## src/neptuno_params.svh

```systemverilog
`ifndef NEPTUNO_PARAMS_SVH
`define NEPTUNO_PARAMS_SVH

// ------------------------------------------------------------------------
// Joystick shift-register chain
// ------------------------------------------------------------------------

// clk_sys cycles per half period of the joystick shift clock
`define NEPTUNO_JOY_CLK_DIV 4

// Bits per scan of the two chained 8-bit registers
`define NEPTUNO_JOY_CHAIN_BITS 16

// ------------------------------------------------------------------------
// I2S audio path
// ------------------------------------------------------------------------

// clk_sys cycles per half period of the bit clock
`define NEPTUNO_I2S_BCLK_DIV 2

// Width of one audio sample
`define NEPTUNO_SND_W 16

// Sample buffer entries and credits handed out after reset
`define NEPTUNO_SND_DEPTH 4

`endif

```

## src/neptuno_pkg.sv

```systemverilog
`include "neptuno_params.svh"

package neptuno_pkg;

    // Button positions inside a six-bit joystick vector
    typedef enum logic [2:0] {
        RIGHT = 3'd0,
        LEFT  = 3'd1,
        DOWN  = 3'd2,
        UP    = 3'd3,
        FIRE1 = 3'd4,
        FIRE2 = 3'd5
    } joy_bit_e;

    // Joystick reader sequencing
    typedef enum logic [1:0] {
        LOAD,
        SHIFT,
        UPDATE
    } scan_state_e;

    // Credit handout first, then normal streaming
    typedef enum logic {
        CREDIT_INIT,
        RUN
    } i2s_state_e;

    // One signed audio word
    typedef logic signed [`NEPTUNO_SND_W-1:0] snd_sample_t;

endpackage

```

## src/joy_serial_reader.sv

```systemverilog
`include "neptuno_params.svh"

module joy_serial_reader
    import neptuno_pkg::*;
(
    input  logic       clk_sys,
    input  logic       arst_n_i,
    input  logic       joy_data_i,
    output logic       joy_clk_o,
    output logic       joy_load_o,
    output logic [5:0] joy1_o,
    output logic [5:0] joy2_o
);

    localparam int HALF   = `NEPTUNO_JOY_CLK_DIV;
    localparam int NBITS  = `NEPTUNO_JOY_CHAIN_BITS;
    localparam int DIV_W  = $clog2(2 * HALF);
    localparam int BCNT_W = $clog2(NBITS) + 1;

    scan_state_e       state;
    logic [DIV_W-1:0]  div_cnt;
    logic [BCNT_W-1:0] bit_cnt;
    logic [NBITS-1:0]  shift_q;
    logic              clk_q;
    logic              load_q;
    logic              half_end;
    logic              period_end;

    // Last cycle of the low half and of the whole shift-clock period
    assign half_end   = (div_cnt == DIV_W'(HALF - 1));
    assign period_end = (div_cnt == DIV_W'(2 * HALF - 1));

    assign joy_clk_o  = clk_q;
    assign joy_load_o = load_q;

    // Stream order is UP, DOWN, LEFT, RIGHT, FIRE1, FIRE2 and pins are active low
    function automatic logic [5:0] decode_joy(input logic [5:0] raw);
        logic [5:0] joy;
        joy        = '0;
        joy[UP]    = ~raw[0];
        joy[DOWN]  = ~raw[1];
        joy[LEFT]  = ~raw[2];
        joy[RIGHT] = ~raw[3];
        joy[FIRE1] = ~raw[4];
        joy[FIRE2] = ~raw[5];
        return joy;
    endfunction

    // ------------------------------------------------------------------------
    // Scan sequencer
    // ------------------------------------------------------------------------
    always_ff @(posedge clk_sys or negedge arst_n_i) begin
        if (!arst_n_i) begin
            // Start in UPDATE so the first load pulse gets its full length
            state   <= UPDATE;
            div_cnt <= '0;
            bit_cnt <= '0;
            clk_q   <= 1'b0;
            load_q  <= 1'b1;
            joy1_o  <= '0;
            joy2_o  <= '0;
        end else begin
            case (state)
                LOAD: begin
                    div_cnt <= div_cnt + 1'b1;
                    if (period_end) begin
                        div_cnt <= '0;
                        load_q  <= 1'b1;
                        state   <= SHIFT;
                    end
                end

                SHIFT: begin
                    div_cnt <= div_cnt + 1'b1;
                    if (half_end) begin
                        clk_q <= 1'b1;
                    end
                    if (period_end) begin
                        div_cnt <= '0;
                        clk_q   <= 1'b0;
                        bit_cnt <= bit_cnt + 1'b1;
                        if (bit_cnt == BCNT_W'(NBITS - 1)) begin
                            state <= UPDATE;
                        end
                    end
                end

                UPDATE: begin
                    // Only a completed scan is published
                    if (bit_cnt == BCNT_W'(NBITS)) begin
                        joy1_o <= decode_joy(shift_q[5:0]);
                        joy2_o <= decode_joy(shift_q[13:8]);
                    end
                    bit_cnt <= '0;
                    div_cnt <= '0;
                    load_q  <= 1'b0;
                    state   <= LOAD;
                end

                default: begin
                    state <= UPDATE;
                end
            endcase
        end
    end

    // ------------------------------------------------------------------------
    // Serial data capture
    // ------------------------------------------------------------------------

    // Sampled just before the rising shift clock so the first bit ends up in bit 0
    always_ff @(posedge clk_sys) begin
        if (state == SHIFT && half_end) begin
            shift_q <= {joy_data_i, shift_q[NBITS-1:1]};
        end
    end

endmodule

```

## src/i2s_tx.sv

```systemverilog
`include "neptuno_params.svh"

module i2s_tx
    import neptuno_pkg::*;
(
    input  logic        clk_sys,
    input  logic        arst_n_i,
    input  logic        snd_valid_i,
    input  snd_sample_t snd_left_i,
    input  snd_sample_t snd_right_i,
    output logic        snd_credit_o,
    output logic        i2s_bclk_o,
    output logic        i2s_lrclk_o,
    output logic        i2s_data_o
);

    localparam int DEPTH   = `NEPTUNO_SND_DEPTH;
    localparam int PTR_W   = $clog2(DEPTH);
    localparam int BDIV    = `NEPTUNO_I2S_BCLK_DIV;
    localparam int BDIV_W  = (BDIV > 1) ? $clog2(BDIV) : 1;
    localparam int FRAME_W = 2 * `NEPTUNO_SND_W;
    localparam int POS_W   = $clog2(FRAME_W);

    i2s_state_e         state;
    logic [PTR_W-1:0]   init_cnt;
    logic               credit_q;

    snd_sample_t        mem_l [DEPTH];
    snd_sample_t        mem_r [DEPTH];
    logic [PTR_W:0]     wr_ptr;
    logic [PTR_W:0]     rd_ptr;
    logic               full;
    logic               empty;
    logic               push;
    logic               pop;

    logic [BDIV_W-1:0]  bdiv_cnt;
    logic               bclk_q;
    logic               bclk_tick;
    logic               fall_edge;
    logic [POS_W-1:0]   pos;
    logic [POS_W-1:0]   pos_next;
    logic               frame_start;
    logic               lrclk_q;
    logic               data_q;
    logic [FRAME_W-1:0] shreg;
    logic [FRAME_W-1:0] next_frame;

    assign snd_credit_o = credit_q;
    assign i2s_bclk_o   = bclk_q;
    assign i2s_lrclk_o  = lrclk_q;
    assign i2s_data_o   = data_q;

    // ------------------------------------------------------------------------
    // Credit handout
    // ------------------------------------------------------------------------
    always_ff @(posedge clk_sys or negedge arst_n_i) begin
        if (!arst_n_i) begin
            state    <= CREDIT_INIT;
            init_cnt <= '0;
            credit_q <= 1'b0;
        end else begin
            case (state)
                CREDIT_INIT: begin
                    // One credit per buffer entry on consecutive cycles
                    credit_q <= 1'b1;
                    init_cnt <= init_cnt + 1'b1;
                    if (init_cnt == PTR_W'(DEPTH - 1)) begin
                        state <= RUN;
                    end
                end
                RUN: begin
                    // Every pair taken by the serializer frees one entry
                    credit_q <= pop;
                end
                default: begin
                    state <= CREDIT_INIT;
                end
            endcase
        end
    end

    // ------------------------------------------------------------------------
    // Sample buffer
    // ------------------------------------------------------------------------
    assign empty = (wr_ptr == rd_ptr);
    assign full  = (wr_ptr[PTR_W] != rd_ptr[PTR_W]) &&
                   (wr_ptr[PTR_W-1:0] == rd_ptr[PTR_W-1:0]);

    // A valid on a full buffer is a source error and gets dropped
    assign push = snd_valid_i && !full;
    assign pop  = frame_start && !empty;

    // Silence when nothing is queued
    assign next_frame = empty ? '0 :
                        {mem_l[rd_ptr[PTR_W-1:0]], mem_r[rd_ptr[PTR_W-1:0]]};

    always_ff @(posedge clk_sys) begin
        if (push) begin
            mem_l[wr_ptr[PTR_W-1:0]] <= snd_left_i;
            mem_r[wr_ptr[PTR_W-1:0]] <= snd_right_i;
        end
    end

    always_ff @(posedge clk_sys or negedge arst_n_i) begin
        if (!arst_n_i) begin
            wr_ptr <= '0;
            rd_ptr <= '0;
        end else begin
            if (push) begin
                wr_ptr <= wr_ptr + 1'b1;
            end
            if (pop) begin
                rd_ptr <= rd_ptr + 1'b1;
            end
        end
    end

    // ------------------------------------------------------------------------
    // I2S serializer
    // ------------------------------------------------------------------------
    assign bclk_tick   = (state == RUN) && (bdiv_cnt == BDIV_W'(BDIV - 1));
    assign fall_edge   = bclk_tick && bclk_q;
    assign pos_next    = pos + 1'b1;

    // Slot 0 is the LRCLK falling edge and the left MSB follows one bit later
    assign frame_start = fall_edge && (pos_next == '0);

    always_ff @(posedge clk_sys or negedge arst_n_i) begin
        if (!arst_n_i) begin
            bdiv_cnt <= '0;
            bclk_q   <= 1'b0;
            pos      <= '0;
            lrclk_q  <= 1'b0;
            data_q   <= 1'b0;
            shreg    <= '0;
        end else if (state == RUN) begin
            if (bclk_tick) begin
                bdiv_cnt <= '0;
                bclk_q   <= ~bclk_q;
            end else begin
                bdiv_cnt <= bdiv_cnt + 1'b1;
            end

            // Data and LRCLK move together on the falling bit clock
            if (fall_edge) begin
                pos     <= pos_next;
                lrclk_q <= pos_next[POS_W-1];
                data_q  <= shreg[FRAME_W-1];
                if (frame_start) begin
                    shreg <= next_frame;
                end else begin
                    shreg <= {shreg[FRAME_W-2:0], 1'b0};
                end
            end
        end
    end

endmodule

```

## src/neptuno_top.sv

```systemverilog
module neptuno_top
    import neptuno_pkg::*;
(
    input  logic        clk_sys,
    input  logic        arst_n_i,

    // Joystick shift-register chain
    input  logic        joy_data_i,
    output logic        joy_clk_o,
    output logic        joy_load_o,
    output logic [5:0]  joy1_o,
    output logic [5:0]  joy2_o,

    // Audio samples under credit flow control
    input  logic        snd_valid_i,
    input  snd_sample_t snd_left_i,
    input  snd_sample_t snd_right_i,
    output logic        snd_credit_o,

    // External DAC
    output logic        i2s_bclk_o,
    output logic        i2s_lrclk_o,
    output logic        i2s_data_o
);

    // ------------------------------------------------------------------------
    // Joystick reader
    // ------------------------------------------------------------------------
    joy_serial_reader u_joy (
        .clk_sys    ( clk_sys    ),
        .arst_n_i   ( arst_n_i   ),
        .joy_data_i ( joy_data_i ),
        .joy_clk_o  ( joy_clk_o  ),
        .joy_load_o ( joy_load_o ),
        .joy1_o     ( joy1_o     ),
        .joy2_o     ( joy2_o     )
    );

    // ------------------------------------------------------------------------
    // Audio transmitter
    // ------------------------------------------------------------------------

    // Left and right always arrive as separate words
    i2s_tx u_i2s (
        .clk_sys      ( clk_sys      ),
        .arst_n_i     ( arst_n_i     ),
        .snd_valid_i  ( snd_valid_i  ),
        .snd_left_i   ( snd_left_i   ),
        .snd_right_i  ( snd_right_i  ),
        .snd_credit_o ( snd_credit_o ),
        .i2s_bclk_o   ( i2s_bclk_o   ),
        .i2s_lrclk_o  ( i2s_lrclk_o  ),
        .i2s_data_o   ( i2s_data_o   )
    );

endmodule

```

## config.mk

```make
export PLATFORM = sky130hd
export DESIGN_NAME = neptuno_top
export DESIGN_NICKNAME = d
export VERILOG_FILES = /design/src/neptuno_pkg.sv /design/src/joy_serial_reader.sv /design/src/i2s_tx.sv /design/src/neptuno_top.sv
export VERILOG_INCLUDE_DIRS = /design/src
export SDC_FILE = /design/constraint.sdc
export NUM_CORES = 1
export LEC_CHECK = 0
export CORE_MARGIN = 2
export CORE_UTILIZATION = 35
export DETAILED_ROUTE_END_ITERATION = 12
export DONT_BUFFER_PORTS = 1
export GPL_TIMING_DRIVEN = 0
export PLACE_DENSITY = 0.49
export SYNTH_ARGS = -nofsm -noshare
export SYNTH_HDL_FRONTEND = slang
export SYNTH_HIERARCHICAL = 1
export SYNTH_SLANG_ARGS = --single-unit
```

## constraint.sdc

```tcl
create_clock -name clk_sys -period 2.6 [get_ports clk_sys]
set_input_delay 0 -clock clk_sys [delete_from_list [all_inputs] [get_ports clk_sys]]
set_output_delay 0 -clock clk_sys [all_outputs]
set_load 0.05 [all_outputs]
```

======== After elaboration in Yosys (flattened, before gate mapping) ========
Memories as Yosys holds them, arrays and structs flattened.
Index checks and enable logic that the tools add are counted.
storage, ports and cells
  RAM bits ................................ 128
  input port bits ......................... 36
  memories ................................ 2
  bits in registers ....................... 91
  bits in latches ......................... 0
  ROM bits ................................ 0
memories
  name         depth  width  read ports  clocked after memory_dff  wr ports  line          text
  u_i2s.mem_l  4      16     1           0                         1         i2s_tx.sv:28  snd_sample_t mem_l [DEPTH];
  u_i2s.mem_r  4      16     1           0                         1         i2s_tx.sv:29  snd_sample_t mem_r [DEPTH];
operators by class
  order comparisons ....................... 0
  muxes and demuxes ....................... 20
  reduce and logical (&&, ||, !) cells .... 23
  equality and inequality tests ........... 13
  bitwise operators ....................... 14
  add/sub/neg operators ................... 7
  shift operators ......................... 0
  multipliers ............................. 0
  divide/modulo/power cells ............... 0
operators by type and width
  cell                                                   number
  two-way mux 32 bit                                     2
  NOT 1 bit                                              14
  AND reduction 2 bit                                    6
  adder 5 x 1 -> 5 bit, second input constant            2
  case mux 5 bit (2 select lines)                        1
  adder 3 x 1 -> 3 bit, second input constant            3
  two-way mux 1 bit                                      8
  nonzero test 2 bit                                     4
  logical AND 1 bit                                      7
  two-way mux 2 bit                                      3
  inequality test 2 x 1 -> 1 bit, second input constant  3
  case mux 2 bit (3 select lines)                        1
  case mux 3 bit (2 select lines)                        1
  == test 5 x 4 -> 1 bit, second input constant          1
  == test 5 bit, second input constant                   1
  logical NOT 5 bit                                      1
  two-way mux 5 bit                                      1
  == test 2 bit, second input constant                   2
  case mux 1 bit (2 select lines)                        2
  == test 3 x 2 -> 1 bit, second input constant          1
  == test 3 bit                                          1
  == test 3 bit, second input constant                   1
  two-way mux 3 bit                                      1
  AND reduction 3 bit                                    1
  other kinds (8)                                        9

======== Logic depth before layout (Yosys ltp) ========
  word-level depth ........................ 6
  gate-level depth with buffers ........... 6
  mapped depth without buffers ............ 6

======== Cells and area by module ========
Netlist, hierarchy kept.
by module, submodules not included
  module             area an instance (sq um)  times used  sequential area each (sq um)  cells each
  i2s_tx             7315.8                    1           5094.9                        424
  joy_serial_reader  1641.6                    1           1083.5                        123

======== Worst setup path before layout ========
Ideal clock, no wire load.
  path kind ............................... flip-flop to flip-flop
  start ................................... register u_i2s.rd_ptr[0]
  end ..................................... memory u_i2s/mem_l[3][0] (netlist bit) (enable)
  stages on the path, launching flop included .. 5
  required time ........................... 2206 ps
  path slack .............................. 432 ps
  data arrival time ....................... 1774 ps
  library setup time ...................... 394 ps
  buffers on the path ..................... 1
  clock period less this slack ............ 2168 ps
  cell sequence ........................... dfrtp_1 -> buf_6 -> xnor2_2 -> a31oi_4 -> and2_1
on the way
  longest elaborated chain between the ends .. 6
ends and longest elaborated chain
  what                                     line           text
  start: declaration                       i2s_tx.sv:31   logic [PTR_W:0] rd_ptr;
  start signal: assignment                 i2s_tx.sv:114  rd_ptr <= rd_ptr + 1'b1;
  == test 2 bit                            i2s_tx.sv:88   (wr_ptr[PTR_W-1:0] == rd_ptr[PTR_W-1:0]);
  logical AND 1 bit                        i2s_tx.sv:87   assign full = (wr_ptr[PTR_W] != rd_ptr[PTR_W]) &&
  logical NOT 1 bit                        i2s_tx.sv:91   assign push = snd_valid_i && !full;
  logical AND 1 bit                        i2s_tx.sv:91
  two-way mux 1 bit                        i2s_tx.sv:99   if (push) begin
  two-way mux 1 bit (not written as such)  i2s_tx.sv:100  mem_l[wr_ptr[PTR_W-1:0]] <= snd_left_i;
  end: declaration                         i2s_tx.sv:28
No other way between the ends.

======== Worst setup path in the final report ========
  start ................................... register u_i2s.rd_ptr[0]
  end ..................................... memory u_i2s/mem_l[3][13] (netlist bit) (enable)
The elaborated chain is that of the path after synthesis.

==> flow_results.xml <==
<?xml version="1.0" encoding="UTF-8"?>
<metrics>
  <group name="pwr">
    <metric name="part_of_the_total_power_dissipated_in_sequential_elements" unit="%">51.4</metric>
    <metric name="power.static_leakage" unit="nW">4.105</metric>
    <metric name="power" unit="W">0.008308</metric>
    <metric name="clockPowerShare" unit="%">39.1</metric>
    <metric name="sw_frac_of_total" unit="%">22.87</metric>
    <metric name="internal-power" unit="W">0.006408</metric>
    <metric name="combinationalPowerShare" unit="%">9.5</metric>
    <metric name="pwr_density_cell" unit="nW/um2">783.3</metric>
    <metric name="irDropWorstVdd" unit="mV">0.4961</metric>
    <metric name="net-switching-power" unit="W">0.001900</metric>
  </group>
  <group name="die">
    <metric name="die_outline_area" unit="um2">26890</metric>
    <metric name="start_util" unit="%">35.57</metric>
    <metric name="core_rows" unit="">58</metric>
    <metric name="floorplan.core_area" unit="um2">25180</metric>
    <metric name="boundaryPins" unit="">54</metric>
    <metric name="die_x" unit="um">164.0</metric>
    <metric name="die_h" unit="um">164.0</metric>
  </group>
  <group name="sta">
    <metric name="achievable-frequency" unit="GHz">0.4750</metric>
    <metric name="skew" unit="ps">10.35</metric>
    <metric name="hold_viol_final" unit="">0</metric>
    <metric name="totalNegativeSetupSlack" unit="ps">0</metric>
    <metric name="worst_pin_slew" unit="ps">724.5</metric>
    <metric name="maxSlewViolCount" unit="">0</metric>
    <metric name="max-slew-margin-rel" unit="%">51.70</metric>
    <metric name="post-route-min-period" unit="ps">2105</metric>
    <metric name="final.period_utilization" unit="%">80.96</metric>
    <metric name="rsz_0062_raised_after_global_routing" unit="">no</metric>
    <metric name="setup_viol_count_final" unit="">0</metric>
  </group>
  <group name="clock_tree">
    <metric name="post_cts.resized_instances" unit="">0</metric>
    <metric name="cts_buffers" unit="">24</metric>
    <metric name="cts_tree" unit="">yes</metric>
    <metric name="worstSkewPairLatency" unit="ps">500</metric>
    <metric name="post-cts-setup-buffers" unit="">0</metric>
    <metric name="clock_tree.buffer_depth" unit="">3</metric>
    <metric name="numClockSinks" unit="">218</metric>
    <metric name="postCtsHoldBufs" unit="">36</metric>
    <metric name="clk_root_buffer_cell" unit="">sky130_fd_sc_hd__clkbuf_16</metric>
    <metric name="worst_path_clk_slew" unit="ps">60</metric>
    <metric name="cts-htree-levels" unit="">1</metric>
  </group>
  <group name="drt">
    <metric name="routedWlPerCell" unit="um">17.70</metric>
    <metric name="drc_errors" unit="">0</metric>
    <metric name="drt_first_pass_iters" unit="">4</metric>
    <metric name="detail-route-antenna-nets" unit="">0</metric>
    <metric name="initialDrtViolationCount" unit="">376</metric>
    <metric name="viasPerCell" unit="">4.990</metric>
    <metric name="routed_wl" unit="um">17010</metric>
    <metric name="detailroute.via_count" unit="">4795</metric>
  </group>
  <group name="yosys">
    <metric name="seq_area_frac_synth" unit="%">68.98</metric>
    <metric name="syn_avg_cell_area" unit="um2">16.38</metric>
    <metric name="synth_fp_nets" unit="">597</metric>
    <metric name="synth-edff-count" unit="">144</metric>
    <metric name="synth-seq-cells" unit="">218</metric>
    <metric name="post_synth_num_cell_types" unit="">48</metric>
    <metric name="syn-instance-count" unit="">547</metric>
    <metric name="ys_dominant_reg_cell" unit="">sky130_fd_sc_hd__edfxtp_1</metric>
    <metric name="synthesis.area" unit="um2">8957</metric>
    <metric name="synth_warnings" unit="">6</metric>
    <metric name="async_flop_share" unit="%">33.94</metric>
  </group>
  <group name="status">
    <metric name="outcome" unit="">completed</metric>
  </group>
  <group name="layout">
    <metric name="layout.cells.non_filler" unit="">961</metric>
    <metric name="finish.net_count" unit="">663</metric>
    <metric name="drive_above_1_share" unit="%">21.71</metric>
    <metric name="area.growth.synth_to_final" unit="%">18.41</metric>
    <metric name="antenna-diode-count" unit="">0</metric>
  </group>
  <group name="global_routing">
    <metric name="grt_pass1_vias" unit="">5028</metric>
    <metric name="globalRoute.totalOverflow" unit="">0</metric>
    <metric name="grt_start_max_net_pins" unit="">75</metric>
    <metric name="initial_antenna_violation_count" unit="">0</metric>
    <metric name="grt_use_total" unit="%">13.10</metric>
    <metric name="grt_pass1_wl" unit="um">27410</metric>
  </group>
  <group name="placement">
    <metric name="post-dp-hpwl" unit="um">10940</metric>
    <metric name="routabilityCongestion" unit="">0.7162</metric>
    <metric name="dp_cells" unit="">881</metric>
    <metric name="port_buffers" unit="">0</metric>
  </group>
  <group name="setup_path">
    <metric name="cp_data_arrival_time" unit="ps">2310</metric>
    <metric name="critical_path.endpoint_type" unit="">flip-flop</metric>
    <metric name="cp_data_required_time" unit="ps">2800</metric>
    <metric name="worst-path-max-fanout" unit="">17</metric>
    <metric name="timing.critical_path.from_type" unit="">flip-flop</metric>
    <metric name="class_of_the_most_critical_setup_path" unit="">reg2reg</metric>
  </group>
  <group name="run">
    <metric name="maxCapViolations" unit="">0</metric>
  </group>
  <group name="min_path">
    <metric name="hold_class" unit="">in2async</metric>
  </group>
</metrics>
==> cell families (layout without fill, tap and decap cells) <==
group | after synthesis | after routing | synth area share (%)
buffers and inverters | 84 | 168 | 4.372
AND/OR/NAND/NOR | 114 | 114 | 6.831
adder cells (fa/ha/maj) | 14 | 14 | 1.956
flip-flops | 218 | 218 | 68.98
AO/OA/AOI/OAI | 54 | 54 | 6.230
multiplexers | 46 | 46 | 9.722
XOR/XNOR | 17 | 17 | 1.914
==> path summary, 6_finish.rpt <==
| kind | depth (start not counted) | start | endpoint | slack [ps] |
|---|---|---|---|---|
| setup / recovery | 5 | u_i2s/rd_ptr[0] | u_i2s/mem_l[3][13] | 490 |
| hold / removal | 2 | arst_n_i | u_joy/bit_cnt[4] | 50 |
| setup reg to reg | 5 | u_i2s/rd_ptr[0] | u_i2s/mem_l[3][13] | 490 |
| hold reg to reg | 0 | u_joy/shift_q[7] | u_joy/shift_q[6] | 430 |
| max in group asynchronous | 2 | arst_n_i | u_i2s/shreg[27] | 2240 |
| min in group clk_sys | 1 | joy_data_i | u_joy/shift_q[15] | 160 |
==> registers in the layout, summed over array words and instances, names as in the netlist <==
| name | cells |
|---|---|
| u_i2s/bdiv_cnt | 1 |
| u_i2s/i2s_bclk_o | 1 |
| u_i2s/i2s_data_o | 1 |
| u_i2s/init_cnt | 2 |
| u_i2s/mem_l | 64 |
| u_i2s/mem_r | 64 |
| u_i2s/pos | 5 |
| u_i2s/rd_ptr | 3 |
| u_i2s/shreg | 32 |
| u_i2s/snd_credit_o | 1 |
| u_i2s/state | 1 |
| u_i2s/wr_ptr | 3 |
| u_joy/bit_cnt | 5 |
| u_joy/div_cnt | 3 |
| u_joy/joy1_o | 6 |
| u_joy/joy2_o | 6 |
| u_joy/joy_clk_o | 1 |
| u_joy/joy_load_o | 1 |
| u_joy/shift_q | 16 |
| u_joy/state | 2 |
==> per-stage QoR <==
stage | util [%] | cell area [um2] | setup WS [ps] | hold slack [ps]
floorplan | - | 8957 | 432.2 | -295.6
global placement | 37.21 | 9370 | -407.3 | -293.8
detailed placement | 37.61 | 9470 | 455.1 | -293.7
CTS | 42.12 | 10610 | 447.2 | 42.04
global route | 42.12 | 10610 | 365.8 | 59.28
finish | 42.12 | 10610 | 494.9 | 48.79
==> per-layer routing <==
layer  GRT usage, %  routed length, um
met5              0                  0
met4          3.349                335
met3          3.106                937
met2          21.96               8279
met1          17.20               7461
==> area by class of cell <==
| type | instances | area, um2 |
|---|---|---|
| buffer | 30 | 188.9 |
| clock buffer | 29 | 640.6 |
| clock inverter | 15 | 117.6 |
| fill | 2280 | 14580 |
| inverter | 54 | 202.7 |
| multi-input combinational | 245 | 2392 |
| sequential | 218 | 6178 |
| tap | 330 | 412.9 |
| timing repair buffer | 40 | 473.0 |
==> layout by cell type (no fill, tap or decap), drive strengths merged, types with 2 or more instances in the layout <==
master | synthesis | routed
mux2 | 2 | 2
inv | 54 | 54
o21ai | 7 | 7
mux2i | 12 | 12
ha | 14 | 14
xor2 | 3 | 3
xnor2 | 14 | 14
dfstp | 2 | 2
a21oi | 4 | 4
edfxtp | 144 | 144
dfrtp | 72 | 72
and3 | 4 | 4
mux4 | 32 | 32
buf | 21 | 26
a31oi | 2 | 2
nand2 | 48 | 48
a22o | 2 | 2
and2 | 7 | 7
a32o | 2 | 2
bufinv | 0 | 2
clkinv | 0 | 12
nor2 | 6 | 6
o211ai | 31 | 31
dlygate4sd3 | 0 | 35
nand4 | 36 | 36
nand3 | 6 | 6
clkbuf | 9 | 38
==> cells in the mapped netlist, types with 7 or more instances <==
master | count | area (um2)
sky130_fd_sc_hd__and2_1 | 7 | 43.79
sky130_fd_sc_hd__buf_2 | 10 | 50.05
sky130_fd_sc_hd__clkbuf_1 | 9 | 33.78
sky130_fd_sc_hd__dfrtp_1 | 72 | 1802
sky130_fd_sc_hd__edfxtp_1 | 144 | 4324
sky130_fd_sc_hd__ha_1 | 14 | 175.2
sky130_fd_sc_hd__inv_1 | 53 | 198.9
sky130_fd_sc_hd__mux2i_1 | 12 | 120.1
sky130_fd_sc_hd__mux4_2 | 31 | 698.2
sky130_fd_sc_hd__nand2_1 | 48 | 180.2
sky130_fd_sc_hd__nand4_1 | 35 | 219.0
sky130_fd_sc_hd__o211ai_2 | 27 | 337.8
sky130_fd_sc_hd__xnor2_1 | 11 | 96.34
==> worst max-delay path, stage by stage (launching register included) <==
cell and delay [ps]:
sky130_fd_sc_hd__dfrtp_1 390, sky130_fd_sc_hd__buf_6 150, sky130_fd_sc_hd__xnor2_2 180, sky130_fd_sc_hd__a31oi_4 250
sky130_fd_sc_hd__and2_2 560, sky130_fd_sc_hd__buf_16 240
==> power groups by stage <==
stage	Sequential, W	Clock, W	Combinational (W)
after floorplan	0.00432	0	0.000430
after global placement	0.00435	0	0.000620
after detailed placement	0.00434	0	0.000736
after CTS	0.00427	0.00335	0.000829
after global routing	0.00430	0.00350	0.000872
final	0.00427	0.00325	0.000790
(Power assumes the default switching activity.)
